==> config.mk <==
export PLATFORM = sky130hd
export DESIGN_NAME = uart_apb_top
export DESIGN_NICKNAME = d
export VERILOG_FILES = /design/src/verilog/uart_pkg.sv /design/src/verilog/hold_if.sv /design/src/verilog/uart_hold_reg.sv /design/src/verilog/apb_reg_decode.sv /design/src/verilog/uart_tx.sv /design/src/verilog/uart_rx.sv /design/src/verilog/uart_apb_top.sv
export VERILOG_INCLUDE_DIRS = /design/src /design/src/include
export SDC_FILE = /design/constraint.sdc
export NUM_CORES = 1
export LEC_CHECK = 0
export ABC_AREA = 1
export BUFFER_PORTS_ARGS = -buffer_cell sky130_fd_sc_hd__buf_2
export CORE_MARGIN = 5
export CORE_UTILIZATION = 50
export CTS_CLUSTER_DIAMETER = 50
export CTS_CLUSTER_SIZE = 40
export DETAILED_ROUTE_END_ITERATION = 8
export PLACE_DENSITY = 0.88
export SLEW_MARGIN = 20
export SYNTH_ARGS = -nofsm -noshare
export SYNTH_HDL_FRONTEND = slang
export SYNTH_SLANG_ARGS = --single-unit
==> constraint.sdc <==
create_clock -name clk -period 2.5 [get_ports clk]
set_clock_uncertainty 0.2 [all_clocks]
set_input_delay 0.25 -clock clk [delete_from_list [all_inputs] [get_ports clk]]
set_output_delay 0.25 -clock clk [all_outputs]
set_load 0.005 [all_outputs]
==> src/include/uart_macros.svh <==
// ~~~~~~~~~~~~~~~~~~~~~~~~~~~~~~~~~~~~~~~~~~~~~~~~~~~~~~~~~~~~
// uart peripheral constants
// bit time, bit counter width and APB register offsets
// ~~~~~~~~~~~~~~~~~~~~~~~~~~~~~~~~~~~~~~~~~~~~~~~~~~~~~~~~~~~~

`ifndef UART_MACROS_SVH
`define UART_MACROS_SVH

// clock cycles per serial bit, fixed at build time
`define UART_CLKS_PER_BIT 16

// width of the down-counter that times one bit
// counter runs from UART_CLKS_PER_BIT-1 down to zero
`define UART_CNT_W $clog2(`UART_CLKS_PER_BIT)

// byte offsets on the 4-bit paddr
`define UART_ADDR_DATA   4'h0
`define UART_ADDR_STATUS 4'h4

`endif

==> src/verilog/uart_pkg.sv <==
// ~~~~~~~~~~~~~~~~~~~~~~~~~~~~~~~~~~~~~~~~~~~~~~~~~~~~~~~~~~~~
// uart peripheral types
// data byte, received frame, status word and register names
// ~~~~~~~~~~~~~~~~~~~~~~~~~~~~~~~~~~~~~~~~~~~~~~~~~~~~~~~~~~~~

`include "uart_macros.svh"

package uart_pkg;

  // one serial data byte
  typedef logic [7:0] uart_byte_t;

  // received frame as held for the CPU
  // frame_err is set when the stop bit was sampled low
  typedef struct packed {
    logic       frame_err;
    uart_byte_t data;
  } uart_rx_frame_t;

  // STATUS read value, bit 0 is tx_full
  // rx_frame_err belongs to the frame currently held
  typedef struct packed {
    logic rx_frame_err;
    logic rx_avail;
    logic tx_full;
  } uart_status_t;

  // register map on paddr
  typedef enum logic [3:0] {
    REG_DATA   = `UART_ADDR_DATA,
    REG_STATUS = `UART_ADDR_STATUS
  } uart_reg_e;

endpackage

==> src/verilog/hold_if.sv <==
// ~~~~~~~~~~~~~~~~~~~~~~~~~~~~~~~~~~~~~~~~~~~~~~~~~~~~~~~~~~~~
// holding register link
// joins a one-entry store to its producer and consumer
// ~~~~~~~~~~~~~~~~~~~~~~~~~~~~~~~~~~~~~~~~~~~~~~~~~~~~~~~~~~~~

interface hold_if #(
  parameter type payload_t = uart_pkg::uart_byte_t
) ();

  // write side, wr_en only while full is low
  payload_t wr_data;
  logic     wr_en;
  logic     full;

  // read side, rd_en only while rd_valid is high
  payload_t rd_data;
  logic     rd_valid;
  logic     rd_en;

  // the one-entry store itself
  modport store (
    input  wr_data, wr_en, rd_en,
    output full, rd_data, rd_valid
  );

  modport producer (output wr_data, wr_en, input full);

  modport consumer (input rd_data, rd_valid, output rd_en);

endinterface

==> src/verilog/uart_hold_reg.sv <==
// ~~~~~~~~~~~~~~~~~~~~~~~~~~~~~~~~~~~~~~~~~~~~~~~~~~~~~~~~~~~~
// one-entry holding register
// keeps a single payload plus valid flag between two blocks
// ~~~~~~~~~~~~~~~~~~~~~~~~~~~~~~~~~~~~~~~~~~~~~~~~~~~~~~~~~~~~

module uart_hold_reg #(
  parameter type payload_t = uart_pkg::uart_byte_t
) (
  input  logic  clk,
  input  logic  rst_n,
  hold_if.store link
);

  payload_t data_q;
  logic     valid_q;

  // payload captured on every accepted write
  always_ff @(posedge clk) begin
    if (link.wr_en) begin
      data_q <= link.wr_data;
    end
  end

  // valid set by a write, cleared by a read
  // protocol keeps the two from meeting in one cycle
  always_ff @(posedge clk) begin
    if (!rst_n) begin
      valid_q <= 1'b0;
    end else if (link.wr_en) begin
      valid_q <= 1'b1;
    end else if (link.rd_en) begin
      valid_q <= 1'b0;
    end
  end

  assign link.full     = valid_q;
  assign link.rd_valid = valid_q;
  assign link.rd_data  = data_q;

  // producer must respect full, else the held entry is overwritten
  a_no_write_when_full : assert property (
    @(posedge clk) disable iff (!rst_n) link.wr_en |-> !valid_q
  );

  // consumer must respect rd_valid
  a_no_read_when_empty : assert property (
    @(posedge clk) disable iff (!rst_n) link.rd_en |-> valid_q
  );

endmodule

==> src/verilog/apb_reg_decode.sv <==
// ~~~~~~~~~~~~~~~~~~~~~~~~~~~~~~~~~~~~~~~~~~~~~~~~~~~~~~~~~~~~
// APB register decoder
// zero-wait slave for DATA and STATUS, feeds the tx holding
// register and drains the rx holding register
// ~~~~~~~~~~~~~~~~~~~~~~~~~~~~~~~~~~~~~~~~~~~~~~~~~~~~~~~~~~~~

module apb_reg_decode (
  input  logic        clk,
  input  logic        rst_n,
  input  logic [3:0]  paddr,
  input  logic        psel,
  input  logic        penable,
  input  logic        pwrite,
  input  logic [31:0] pwdata,
  output logic [31:0] prdata,
  output logic        pready,
  output logic        pslverr,
  hold_if.producer    tx,
  hold_if.consumer    rx
);

  import uart_pkg::*;

  logic         access;
  logic         wr_access;
  logic         rd_access;
  logic         is_data;
  logic         is_status;
  logic         bad_addr;
  logic         tx_refused;
  logic         rx_empty_rd;
  uart_status_t status;

  // access phase of a transfer
  assign access    = psel && penable;
  assign wr_access = access && pwrite;
  assign rd_access = access && !pwrite;

  // address decode
  assign is_data   = (paddr == REG_DATA);
  assign is_status = (paddr == REG_STATUS);
  assign bad_addr  = !is_data && !is_status;

  // no wait states
  assign pready = access;

  // DATA write pushes the low byte while tx has room
  assign tx.wr_en   = wr_access && is_data && !tx.full;
  assign tx.wr_data = pwdata[7:0];

  // DATA read pops the held frame on the edge ending the access
  assign rx.rd_en = rd_access && is_data && rx.rd_valid;

  // error cases
  // write into a full tx register loses the byte
  assign tx_refused  = wr_access && is_data && tx.full;
  // read with nothing received
  assign rx_empty_rd = rd_access && is_data && !rx.rd_valid;

  assign pslverr = tx_refused || rx_empty_rd || (access && bad_addr);

  // frame_err only means something while a frame is held
  assign status.tx_full      = tx.full;
  assign status.rx_avail     = rx.rd_valid;
  assign status.rx_frame_err = rx.rd_valid && rx.rd_data.frame_err;

  // read mux, zero whenever nothing valid is addressed
  always_comb begin
    prdata = '0;
    if (rd_access) begin
      if (is_data && rx.rd_valid) begin
        prdata[7:0] = rx.rd_data.data;
      end else if (is_status) begin
        prdata[$bits(uart_status_t)-1:0] = status;
      end
    end
  end

  // APB master must hold psel through the access phase
  a_penable_needs_psel : assert property (
    @(posedge clk) disable iff (!rst_n) penable |-> psel
  );

endmodule

==> src/verilog/uart_tx.sv <==
// ~~~~~~~~~~~~~~~~~~~~~~~~~~~~~~~~~~~~~~~~~~~~~~~~~~~~~~~~~~~~
// uart transmit engine
// pops bytes from the tx holding register, sends 8N1 on txd
// ~~~~~~~~~~~~~~~~~~~~~~~~~~~~~~~~~~~~~~~~~~~~~~~~~~~~~~~~~~~~

`include "uart_macros.svh"

module uart_tx (
  input  logic     clk,
  input  logic     rst_n,
  hold_if.consumer src,
  output logic     txd
);

  import uart_pkg::*;

  localparam int unsigned CNT_W = `UART_CNT_W;
  localparam logic [CNT_W-1:0] BIT_LAST = CNT_W'(`UART_CLKS_PER_BIT - 1);

  typedef enum logic [1:0] {TX_IDLE, TX_START, TX_DATA, TX_STOP} tx_state_e;

  tx_state_e        state;
  logic [CNT_W-1:0] bit_cnt;
  logic [2:0]       bit_idx;
  uart_byte_t       tx_byte;
  logic             bit_done;

  // take the byte as soon as the engine is free
  assign src.rd_en = (state == TX_IDLE) && src.rd_valid;
  assign bit_done  = (bit_cnt == '0);

  // local copy frees the holding register right away
  always_ff @(posedge clk) begin
    if (src.rd_en) begin
      tx_byte <= src.rd_data;
    end
  end

  always_ff @(posedge clk) begin
    if (!rst_n) begin
      state   <= TX_IDLE;
      bit_cnt <= '0;
      bit_idx <= '0;
      txd     <= 1'b1;
    end else begin
      // one bit time per state step, bit_cnt reloads at every bit edge
      if (!bit_done) begin
        bit_cnt <= bit_cnt - 1'b1;
      end
      case (state)
        TX_IDLE: begin
          if (src.rd_en) begin
            // start bit begins on this edge
            txd     <= 1'b0;
            bit_cnt <= BIT_LAST;
            state   <= TX_START;
          end
        end
        TX_START: begin
          if (bit_done) begin
            txd     <= tx_byte[0];
            bit_idx <= '0;
            bit_cnt <= BIT_LAST;
            state   <= TX_DATA;
          end
        end
        TX_DATA: begin
          if (bit_done) begin
            bit_cnt <= BIT_LAST;
            if (bit_idx == 3'd7) begin
              // last data bit done, stop bit is a high level
              txd   <= 1'b1;
              state <= TX_STOP;
            end else begin
              txd     <= tx_byte[bit_idx + 3'd1];
              bit_idx <= bit_idx + 3'd1;
            end
          end
        end
        default: begin
          // stop bit, txd already high and stays there in idle
          if (bit_done) begin
            state <= TX_IDLE;
          end
        end
      endcase
    end
  end

endmodule

==> src/verilog/uart_rx.sv <==
// ~~~~~~~~~~~~~~~~~~~~~~~~~~~~~~~~~~~~~~~~~~~~~~~~~~~~~~~~~~~~
// uart receive engine
// synchronizes rxd, samples 8N1 frames at mid-bit and stores
// each byte with its frame-error flag in the rx holding register
// ~~~~~~~~~~~~~~~~~~~~~~~~~~~~~~~~~~~~~~~~~~~~~~~~~~~~~~~~~~~~

`include "uart_macros.svh"

module uart_rx (
  input  logic     clk,
  input  logic     rst_n,
  input  logic     rxd,
  hold_if.producer dst
);

  import uart_pkg::*;

  localparam int unsigned CNT_W = `UART_CNT_W;
  localparam logic [CNT_W-1:0] BIT_LAST  = CNT_W'(`UART_CLKS_PER_BIT - 1);
  localparam logic [CNT_W-1:0] HALF_LAST = CNT_W'(`UART_CLKS_PER_BIT / 2 - 1);

  typedef enum logic [1:0] {RX_HUNT, RX_START, RX_DATA, RX_STOP} rx_state_e;

  rx_state_e        state;
  logic             rxd_meta;
  logic             rxd_sync;
  logic             rxd_prev;
  logic             start_edge;
  logic [CNT_W-1:0] bit_cnt;
  logic [2:0]       bit_idx;
  uart_byte_t       rx_shift;
  logic             bit_done;
  uart_rx_frame_t   frame;

  // two-flop synchronizer plus one more stage for edge detect
  // idle line is high, so reset to high
  always_ff @(posedge clk) begin
    if (!rst_n) begin
      rxd_meta <= 1'b1;
      rxd_sync <= 1'b1;
      rxd_prev <= 1'b1;
    end else begin
      rxd_meta <= rxd;
      rxd_sync <= rxd_meta;
      rxd_prev <= rxd_sync;
    end
  end

  assign start_edge = rxd_prev && !rxd_sync;
  assign bit_done   = (bit_cnt == '0);

  // data bits arrive LSB first, shift in from the top
  always_ff @(posedge clk) begin
    if (state == RX_DATA && bit_done) begin
      rx_shift <= {rxd_sync, rx_shift[7:1]};
    end
  end

  // completed frame, stop sample taken in the same cycle as the write
  assign frame.data      = rx_shift;
  assign frame.frame_err = !rxd_sync;

  // frame dropped when the CPU has not yet read the last one
  assign dst.wr_en   = (state == RX_STOP) && bit_done && !dst.full;
  assign dst.wr_data = frame;

  always_ff @(posedge clk) begin
    if (!rst_n) begin
      state   <= RX_HUNT;
      bit_cnt <= '0;
      bit_idx <= '0;
    end else begin
      if (!bit_done) begin
        bit_cnt <= bit_cnt - 1'b1;
      end
      case (state)
        RX_HUNT: begin
          if (start_edge) begin
            // wait to the middle of the start bit
            bit_cnt <= HALF_LAST;
            state   <= RX_START;
          end
        end
        RX_START: begin
          if (bit_done) begin
            // a high line at mid start bit was only a glitch
            if (!rxd_sync) begin
              bit_cnt <= BIT_LAST;
              bit_idx <= '0;
              state   <= RX_DATA;
            end else begin
              state <= RX_HUNT;
            end
          end
        end
        RX_DATA: begin
          if (bit_done) begin
            bit_cnt <= BIT_LAST;
            bit_idx <= bit_idx + 3'd1;
            if (bit_idx == 3'd7) begin
              state <= RX_STOP;
            end
          end
        end
        default: begin
          // mid stop bit, frame written and back to hunting
          if (bit_done) begin
            state <= RX_HUNT;
          end
        end
      endcase
    end
  end

endmodule

==> src/verilog/uart_apb_top.sv <==
// ~~~~~~~~~~~~~~~~~~~~~~~~~~~~~~~~~~~~~~~~~~~~~~~~~~~~~~~~~~~~
// APB uart peripheral
// register decode, two one-entry holding registers and the
// tx and rx serial engines
// ~~~~~~~~~~~~~~~~~~~~~~~~~~~~~~~~~~~~~~~~~~~~~~~~~~~~~~~~~~~~

module uart_apb_top (
  input  logic        clk,
  input  logic        rst_n,
  input  logic [3:0]  paddr,
  input  logic        psel,
  input  logic        penable,
  input  logic        pwrite,
  input  logic [31:0] pwdata,
  output logic [31:0] prdata,
  output logic        pready,
  output logic        pslverr,
  output logic        txd,
  input  logic        rxd
);

  import uart_pkg::*;

  // decode -> tx engine, one byte deep
  hold_if #(.payload_t(uart_byte_t)) tx_link ();
  // rx engine -> decode, byte plus frame error
  hold_if #(.payload_t(uart_rx_frame_t)) rx_link ();

  apb_reg_decode u_decode (
    .clk     (clk),
    .rst_n   (rst_n),
    .paddr   (paddr),
    .psel    (psel),
    .penable (penable),
    .pwrite  (pwrite),
    .pwdata  (pwdata),
    .prdata  (prdata),
    .pready  (pready),
    .pslverr (pslverr),
    .tx      (tx_link),
    .rx      (rx_link)
  );

  uart_hold_reg #(.payload_t(uart_byte_t)) u_tx_hold (.clk(clk), .rst_n(rst_n), .link(tx_link));

  uart_hold_reg #(.payload_t(uart_rx_frame_t)) u_rx_hold (
    .clk   (clk),
    .rst_n (rst_n),
    .link  (rx_link)
  );

  uart_tx u_tx (.clk(clk), .rst_n(rst_n), .src(tx_link), .txd(txd));

  uart_rx u_rx (.clk(clk), .rst_n(rst_n), .rxd(rxd), .dst(rx_link));

endmodule

# Word-level counts from Yosys, hierarchy flattened
# Index checks and enable logic that the tools add are counted.
totals:
  register_bits: 57
  inputBits: 42
  output_inout_bits: 35
  word_cells: 129
op_classes:
  addsub: 4
  magnitude_cmp: 1
  eq_ne: 18
  n_mux: 45
  reduce_logical: 44
ops:
  columns: ["op", "n"]
  rows:
  - ["4-bit 2-to-1 mux", 8]
  - ["3-bit 2-to-1 mux", 8]
  - ["2-bit 2-to-1 mux", 11]
  - ["1-bit logical AND", 18]
  - ["4-bit zero test", 3]
  - ["2-bit by 1-bit != test with 1-bit output, second input constant", 6]
  - ["2-bit one-hot mux with 3 select lines", 2]
  - ["3-bit one-hot mux with 2 select lines", 2]
  - ["4-bit one-hot mux with 3 select lines", 1]
  - ["4-bit AND reduction", 3]
  - ["2-bit nonzero test", 6]
  - ["5-bit AND reduction", 2]
  - ["1-bit 2-to-1 mux", 8]
  - ["8-bit 2-to-1 mux", 1]
  - ["2-bit != test, second input constant", 4]
  - ["4-bit one-hot mux with 2 select lines", 1]
  - ["4-bit by 1-bit subtractor with 4-bit output, second input constant", 2]
  - ["3-bit by 1-bit adder with 3-bit output, second input constant", 2]
  - ["2-bit equality test, second input constant", 3]
  - ["3-bit equality test, second input constant", 2]
  - ["1-bit zero test", 6]
  - ["5-bit 2-to-1 mux", 1]
  - ["2-bit by 1-bit equality test with 1-bit output, second input constant", 2]
  - ["4-bit by 3-bit equality test with 1-bit output, second input constant", 1]
  - ["7 further kinds", 9]

# Depth between registers and ports, before layout
# Gate-level depths: netlist (run 1).
logic_depth:
  depth_word: 6
  mapped_depth: 10

# By module
# From an unflattened synthesis (run 1), not the netlist that was laid out.
unflattened:
  hier_cells: 353
  area_unflattened_um2: 3044.2
by_module_without_submodules:
  columns: ["mod", "n_inst", "cells_each", "area_each_um2"]
  rows:
  - ["uart_tx", 1, 137, 1053.5]
  - ["uart_rx", 1, 108, 920.9]
  - ["apb_reg_decode", 1, 77, 456.7]
  - ["uart_hold_reg at u_rx_hold", 1, 16, 321.6]
  - ["uart_hold_reg at u_tx_hold", 1, 15, 291.5]

# Worst setup path before layout (run 1)
# No wires, ideal clock.
synth_path:
  kind: "register to register"
  start: "register u_rx.bit_cnt[0]"
  end: "register u_rx_hold.data_q (netlist bit u_rx_hold.link.rd_data[0]) (enable)"
  setup_time_ps: 389
  arrival_time_ps: 1509
  setup_slack_ps: 402
  stages_incl_launch_ff: 7
  period_less_slack_ps: 2098
  path_cell_list: "dfxtp_1 inv_1 ha_1 inv_1 nor2_4 nand2_4 nor3_1"
synth_via:
  elab_chain_len: 3
synth_lines:
  columns: ["item", "line_no", "source"]
  rows:
  - ["start, declared", "uart_rx.sv:29", "logic [CNT_W-1:0] bit_cnt;"]
  - ["start signal, assigned", "uart_rx.sv:74", "bit_cnt <= bit_cnt - 1'b1;"]
  - ["4-bit zero test", "uart_rx.sv:50", "assign bit_done = (bit_cnt == '0);"]
  - ["1-bit logical AND (2 in series)", "uart_rx.sv:64", "assign dst.wr_en = (state == RX_STOP) && bit_done && !dst.full;"]
  - ["via rx_link.wr_en", "hold_if.sv:12", "logic wr_en;"]
  - ["end signal, assigned", "uart_hold_reg.sv:20", "data_q <= link.wr_data;"]
  - ["end, declared", "uart_hold_reg.sv:14", "payload_t data_q;"]
# The timed path passes the listed nets, and every way through them passes these cells.
# A chain may end at the register's enable or synchronous reset.

# Final worst setup path (run 1)
layout_path:
  start: "register u_tx.state[0]"
  end: "register u_tx.txd"
layout_via:
  elab_chain_len: 4
  word_cells_on_any_way: 10
  classes_between: "eq/ne: 5; mux: 1; reduce/logical: 4"
layout_lines:
  columns: ["item", "line_no", "source"]
  rows:
  - ["start, declared", "uart_tx.sv:22", "tx_state_e state;"]
  - ["start signal, assigned", "uart_tx.sv:41", "state <= TX_IDLE;"]
  - ["start signal, assigned", "uart_tx.sv:56", "state <= TX_START;"]
  - ["start signal, assigned", "uart_tx.sv:64", "state <= TX_DATA;"]
  - ["2-bit zero test", "uart_tx.sv:29, uart_tx.sv:50", null]
  - ["1-bit logical AND", "uart_tx.sv:29", "assign src.rd_en = (state == TX_IDLE) && src.rd_valid;"]
  - ["2-bit != test (no line)", null, null]
  - ["4-bit AND reduction (no line)", null, null]
  - ["end signal, assigned", "uart_tx.sv:61", "txd <= tx_byte[0];"]
  - ["end signal, assigned", "uart_tx.sv:75", "txd <= tx_byte[bit_idx + 3'd1];"]
  - ["end, declared", "uart_tx.sv:12", "output logic txd"]
# Parallel ways exist; a longest one is shown, timed or not.

==> results of run 1 <==
-- registers in the layout, summed over array words and instances (netlist names) --
signal and flops:
u_rx.bit_cnt 4, u_tx_hold.link.rd_data 8, u_rx.rxd_sync 1, u_tx.txd 1, u_rx_hold.link.full 1, u_rx_hold.link.rd_data 9, u_tx_hold.link.full 1, u_rx.rx_shift 8
u_tx.bit_idx 3, u_rx.rxd_meta 1, u_rx.bit_idx 3, u_rx.state 2, u_tx.tx_byte 8, u_tx.state 2, u_rx.rxd_prev 1, u_tx.bit_cnt 4
-- how the worst min path moves through the flow --
stage	startpoint	endpoint	slack, ps	cells after the start
after floorplan	pwdata[0]	u_tx_hold.link.rd_data[0]	150	0
after global placement	u_tx_hold.link.rd_data[0]	u_tx.tx_byte[0]	200	0
after detailed placement	u_tx_hold.link.rd_data[5]	u_tx.tx_byte[5]	200	0
after CTS	rst_n	u_rx.rxd_prev	30	2
after global routing	rst_n	u_rx.rxd_prev	50	2
final	rst_n	u_rx.rxd_prev	30	2
-- through the flow --
stage	hold WS (ps)	util (%)	total power, mW
2_1_floorplan	149	-	1.85
3_3_place_gp	201	54.0	1.93
3_5_place_dp	205	54.0	2.00
4_1_cts	27.9	60.3	3.08
5_1_grt	53.8	60.3	3.26
6_report	34.9	60.3	3.07
-- kinds of logic (layout without fill, tap and decap cells) --
logic type      count (synthesis)  after routing  synth area share [%]
buf+inv                        70             99                  12.6
other cells                     1             24                 0.132
compound gates                 52             52                  11.0
xor+xnor                        1              1                 0.309
flops                          57             57                  51.9
simple gates                  109            109                  18.8
fa+ha+maj                      12             12                  5.30
-- routing by layer --
layer,GRT usage [%],vias up
li1,-,1048
met4,5.18,0
met1,17.8,968
met2,29.9,73
met5,0,-
met3,4.95,9
-- worst register-to-register path, delay by kind of cell (launching register included) --
kind                     cells  cell delay (ps)
AO/OA/AOI/OAI                2              390
buffers and inverters        2              230
adder cells (fa/ha/maj)      1              420
AND/OR/NAND/NOR              2              210
flip-flops                   1              370
-- power by group through the flow --
| stage | logic (mW) | clock network, mW | registers, mW |
|---|---|---|---|
| 2_1_floorplan | 0.690 | 0 | 1.16 |
| 3_3_place_gp | 0.766 | 0 | 1.17 |
| 3_5_place_dp | 0.822 | 0 | 1.17 |
| 4_1_cts | 0.839 | 1.08 | 1.16 |
| 5_1_grt | 0.966 | 1.13 | 1.17 |
| 6_report | 0.843 | 1.07 | 1.16 |
-- layout make-up --
| type | count | area, um^2 |
|---|---|---|
| Clock buffer | 10 | 138 |
| Multi-Input combinational cell | 198 | 1090 |
| Inverter | 44 | 168 |
| Sequential cell | 57 | 1470 |
| Tap cell | 72 | 90.1 |
| Fill cell | 445 | 2190 |
| Timing Repair Buffer | 39 | 245 |
| Clock inverter | 6 | 115 |
-- synthesized netlist by cell type --
library cell / n / share of area [%]
nand2_1: 51 / 6.8
inv_1: 39 / 5.2
edfxtp_1: 33 / 35
buf_4: 24 / 6.4
dfxtp_1: 24 / 17
nor2_1: 24 / 3.2
o21ai_0: 17 / 3.0
a21oi_1: 14 / 2.5
nand3_1: 13 / 2.3
ha_1: 12 / 5.3
o21ai_1: 5 / 0.88
a31oi_1: 4 / 0.88
nand2_2: 4 / 0.88
o211ai_1: 4 / 1.1
inv_2: 3 / 0.40
nor2_4: 3 / 1.2
a21oi_2: 2 / 0.62
clkinv_2: 2 / 0.35
nand2_4: 2 / 0.79
nand3_2: 2 / 0.71
nor3_2: 2 / 0.71
o21ai_2: 2 / 0.62
or2_2: 2 / 0.44
clkbuf_1: 1 / 0.13
clkbuf_2: 1 / 0.18
conb_1: 1 / 0.13
nand3_4: 1 / 0.62
nand3b_1: 1 / 0.27
nor2_2: 1 / 0.22
nor3_1: 1 / 0.18
nor4_1: 1 / 0.22
o211a_1: 1 / 0.35
o21a_1: 1 / 0.27
o21ai_4: 1 / 0.57
o22ai_1: 1 / 0.22
or2_4: 1 / 0.31
xor2_1: 1 / 0.31
==> impl_metrics.yaml, run 1 <==
placed_design:
  place_hpwl_um: 3890
  gp_congestion: 0.866
  portBuffers: 28
  dp.cells: 401
  dp_slack_ps: 586
  placed_area_um2: 2980
cells_and_area:
  layout_commonest_cell: "nand2_1"
  area_growth_pct: 17.1
  final_area_um2: 3320
  layout_common_cells: "nand2_1 (51), inv_1 (39), edfxtp_1 (33)"
  antennaDiodeCount: 0
  layoutNonFillerInstCount: 426
  drive_gt1_share_pct: 20.9
  fin_nets: 403
floorplan:
  die_h_um: 85.3
  dieWidth_um: 85.3
  fp-row-count: 27
  coreArea_um2: 5510
  start_util_pct: 51.4
  ioPinCount: 77
  die_area_um2: 7270
worst_setup_path:
  path_class: "reg -> reg"
  worst_ep_arrival_time_ps: 1960
  end_kind: "flop"
  rr_startpoint: "u_tx.state[0]"
  worstSetupPathDepth: 7
  rrSetupSlack_ps: 560
  worst-path-max-fanout: 5
  cpMaxStageDelayCell: "ha_1"
  crit_family: "adder cells"
  worstPathCellList: "inv_1 > ha_1 > inv_1 > o21ai_0 > nand2_1 > a21oi_1 > nand2_1"
  r2r_cells: 7
  cp-startpoint: "u_tx.state[0]"
  cp-start-kind: "flop"
  worstReg2RegEnd: "u_tx.txd"
  cp.required_ps: 2520
  path_buf_inv: 2
  critical_path.max_stage_delay_ps: 420
  worstSetupEndpoint: "u_tx.txd"
grt:
  grt_pass1_wl_um: 9340
  antenna_found_initial: 0
  grt_usage_pct: 16.3
  grt_max_degree: 15
  grt_pass1_vias: 2081
  grt-ovfl-total: 0
synth:
  synth.distinct_cells: 37
  syn_area_um2: 2830
  ys_seq_area_share_pct: 51.9
  syn_inst: 302
  yosysWarnings: 0
  synth_area_per_cell_um2: 9.38
  ys_seq_elements: 57
sta:
  finalSetupViolations: 0
  period_minus_slack_ps: 1940
  rsz0062_at_grt: "false"
  relSlewSlack_pct: 62.2
  worst_slack_ps: 565
  period_share_pct: 77.4
  clock.fmax_ghz: 0.517
  hold_violations: 0
  worst_slew_pin_slew_ps: 566
  tns_ps: 0
  slew_violations: 0
clocking:
  cts_made_buffers: 9
  cts_tree: "yes"
  clockRootBuffer: "clkbuf_8"
  clk_pin_slew_ps: 70
  post_cts_buffers: 0
  postCtsHoldBufs: 9
  postCtsResizedCells: 0
  clkLatencyLatePin_ps: 330
  cts_buffer_depth: 2
  cts_sinks: 57
  ctsHtreeMaxLevel: 3
detailed_routing:
  drc: 0
  drtIter0Drc: 144
  first_pass_iters: 4
  topRoutingLayerUsed: "met4"
  wl_per_cell_um: 13.1
  wl_um: 5590
  antenna_left: 0
  drt-met1-wl_um: 2110
  wl_met3_um: 422
  via_count: 2098
  vias_per_cell: 4.92
  met2_length_um: 2990
power_and_ir_drop:
  p_switching_mw: 0.977
  seqPwrFrac_pct: 37.8
  p_int_mw: 2.09
  p_comb_share_pct: 27.5
  ir_drop_v: 0.000683
  switching_share_pct: 31.8
  power.leakage_nw: 1.47
  pwr-share-clk_pct: 34.8
  power_density_nw_per_um2: 925
outcome:
  status: "completed"
worst_hold_path:
  worstHoldPathType: "in -> reg"
run:
  cap_viol_max_count: 0
Power figures use the tool's default switching activity.
==> run 2, diff against run 1 <==
==> constraint.sdc (replaced) <==
create_clock -name clk -period 1.95 [get_ports clk]
set_clock_uncertainty 0.2 [all_clocks]
set_input_delay 0.195 -clock clk [delete_from_list [all_inputs] [get_ports clk]]
set_output_delay 0.195 -clock clk [all_outputs]
set_load 0.005 [all_outputs]
==> impl_metrics.yaml, run 2 (synthesis gave the netlist of run 1 again) <==
outcome:
  status: "completed"
floorplan:
  coreArea_um2: 5510
  die_area_um2: 7270
  die_h_um: 85.3
  fp-row-count: 27
  start_util_pct: 51.4
  ioPinCount: 77
  dieWidth_um: 85.3
placed_design:
  dp.cells: 403
  portBuffers: 28
  place_hpwl_um: 3950
  dp_slack_ps: 84.1
  gp_congestion: 0.834
grt:
  grt-ovfl-total: 0
  antenna_found_initial: 0
  grt_max_degree: 15
  grt_pass1_wl_um: 9250
  grt_pass1_vias: 2007
  grt_usage_pct: 16.4
worst_setup_path:
  end_kind: "flop"
  worst-path-max-fanout: 7
  worstReg2RegEnd: "u_tx.txd"
  path_common_cell: "nand2_1"
  rrSetupSlack_ps: 150
  cp.required_ps: 1990
  cp-start-kind: "flop"
  worst_ep_arrival_time_ps: 1840
  r2r_cells: 10
  path_class: "reg -> reg"
  cpMaxStageDelayCell: "dfxtp_1"
  critical_path.max_stage_delay_ps: 370
  worstPathCellList: "ha_1 > ha_1 > inv_1 > nand3_1 > nand3_1 > nand3_1 > nand2_1 > nand2_1 > nand2_1 > nand2_1"
  rr_startpoint: "u_tx.bit_idx[0]"
cells_and_area:
  antennaDiodeCount: 0
  layoutNonFillerInstCount: 429
  layout_commonest_cell: "nand2_1"
  fin_nets: 406
  largest_reg_flops: 9
  layout_common_cells: "nand2_1 (51), inv_1 (38), edfxtp_1 (33)"
  drive_gt1_share_pct: 22.4
  area_growth_pct: 15.8
worst_hold_path:
  min_to: "u_tx_hold.link.full"
  whs_path_depth: 5
  min-delay-start: "penable"
  worstHoldPathType: "in -> reg"
sta:
  worst_slack_ps: 152
  period_minus_slack_ps: 1800
  finalSetupViolations: 0
  tns_ps: 0
  rsz0062_at_grt: "false"
  slew_violations: 0
  hold_violations: 0
  period_share_pct: 92.2
  clock.fmax_ghz: 0.556
clocking:
  cts_sinks: 57
  cts_made_buffers: 9
  cts_buffer_depth: 2
  post_cts_buffers: 0
  clk_pin_slew_ps: 70
  clockRootBuffer: "clkbuf_8"
  cts_tree: "yes"
  clkLatencyLatePin_ps: 340
  ctsHtreeMaxLevel: 3
detailed_routing:
  wl_um: 5710
  via_count: 2108
  drtIter0Drc: 124
  antenna_left: 0
  wl_per_cell_um: 13.3
  vias_per_cell: 4.91
  first_pass_iters: 5
  drc: 0
power_and_ir_drop:
  ir_drop_v: 0.000625
  power_density_nw_per_um2: 1080
  power.leakage_nw: 1.44
run:
  cap_viol_max_count: 0
[run 2: changes by cell type in the layout (fill, tap and decap cells not counted), sizes merged]
cell | previous run | this run
clkinv | 4 | 7
bufinv | 3 | 0
buf | 30 | 32
dlygate4sd3 | 9 | 10
[run 2: repair_timing]
action / 4_1_cts / 5_1_grt
hold buffers: 10 / 0
hold endpoints to repair: 10 / 0
endpoints found under the setup margin: 0 / 6
gates resized for setup: 0 / 4
[run 2: worst max path at each step]
stage,from,end,slack (ps),depth (start not counted)
5_1_grt,u_tx.bit_idx[0],u_tx.txd,30,10
3_5_place_dp,u_rx.bit_cnt[0],u_rx.bit_cnt[0],80,10
3_3_place_gp,u_rx.bit_cnt[0],u_rx.bit_cnt[0],140,10
6_report,u_tx.bit_idx[0],u_tx.txd,150,10
2_1_floorplan,u_rx.bit_cnt[0],u_rx_hold.link.rd_data[0],160,6
4_1_cts,u_rx.bit_cnt[0],u_rx.bit_cnt[0],60,10
[run 2: critical path, delay by kind of cell (launching register included)]
family	cells	cell delay [ps]
adders and majority gates	2	550
DFF	1	370
buffers and inverters	1	100
and+or+nand+nor	7	470
[run 2: metal layers]
layer / wire length (um) / vias to the layer above / part of all wire [%] / track usage, %
met4: 93 / 0 / 1.6 / 6.91
li1: - / 1051 / - / -
met1: 2190 / 987 / 38 / 17.7
met5: 0 / - / 0 / 0
met2: 3080 / 61 / 54 / 29.2
met3: 351 / 9 / 6.2 / 5.24
[run 2: layout make-up]
class | count | area, um^2
fill | 442 | 2230
sequential | 57 | 1470
tap | 72 | 90.1
multi-input combinational | 198 | 1120
timing repair buffer | 42 | 270
clock inverter | 6 | 35.0
clock buffer | 10 | 128
inverter | 44 | 168
[run 2: power breakdown]
| group | internal (mW) | leakage [nW] | switching (mW) |
|---|---|---|---|
| Clock | 0.451 | 0.0835 | 0.478 |
| Combinational | 0.427 | 0.864 | 0.705 |
| Sequential | 1.40 | 0.493 | 0.0862 |
[run 2: per-stage QoR]
| stage | hold slack (ps) | utilization [%] | total power [mW] | instance area, um^2 |
|---|---|---|---|---|
| after CTS | 146 | 59.3 | 3.51 | 3260 |
| after global routing | 172 | 59.6 | 3.79 | 3280 |
| after detailed placement | 174 | 54.5 | 2.56 | 3000 |
| after global placement | 172 | 54.5 | 2.50 | 3000 |
| after floorplan | 93.9 | - | 2.37 | 2930 |
| final | 146 | 59.6 | 3.55 | 3280 |
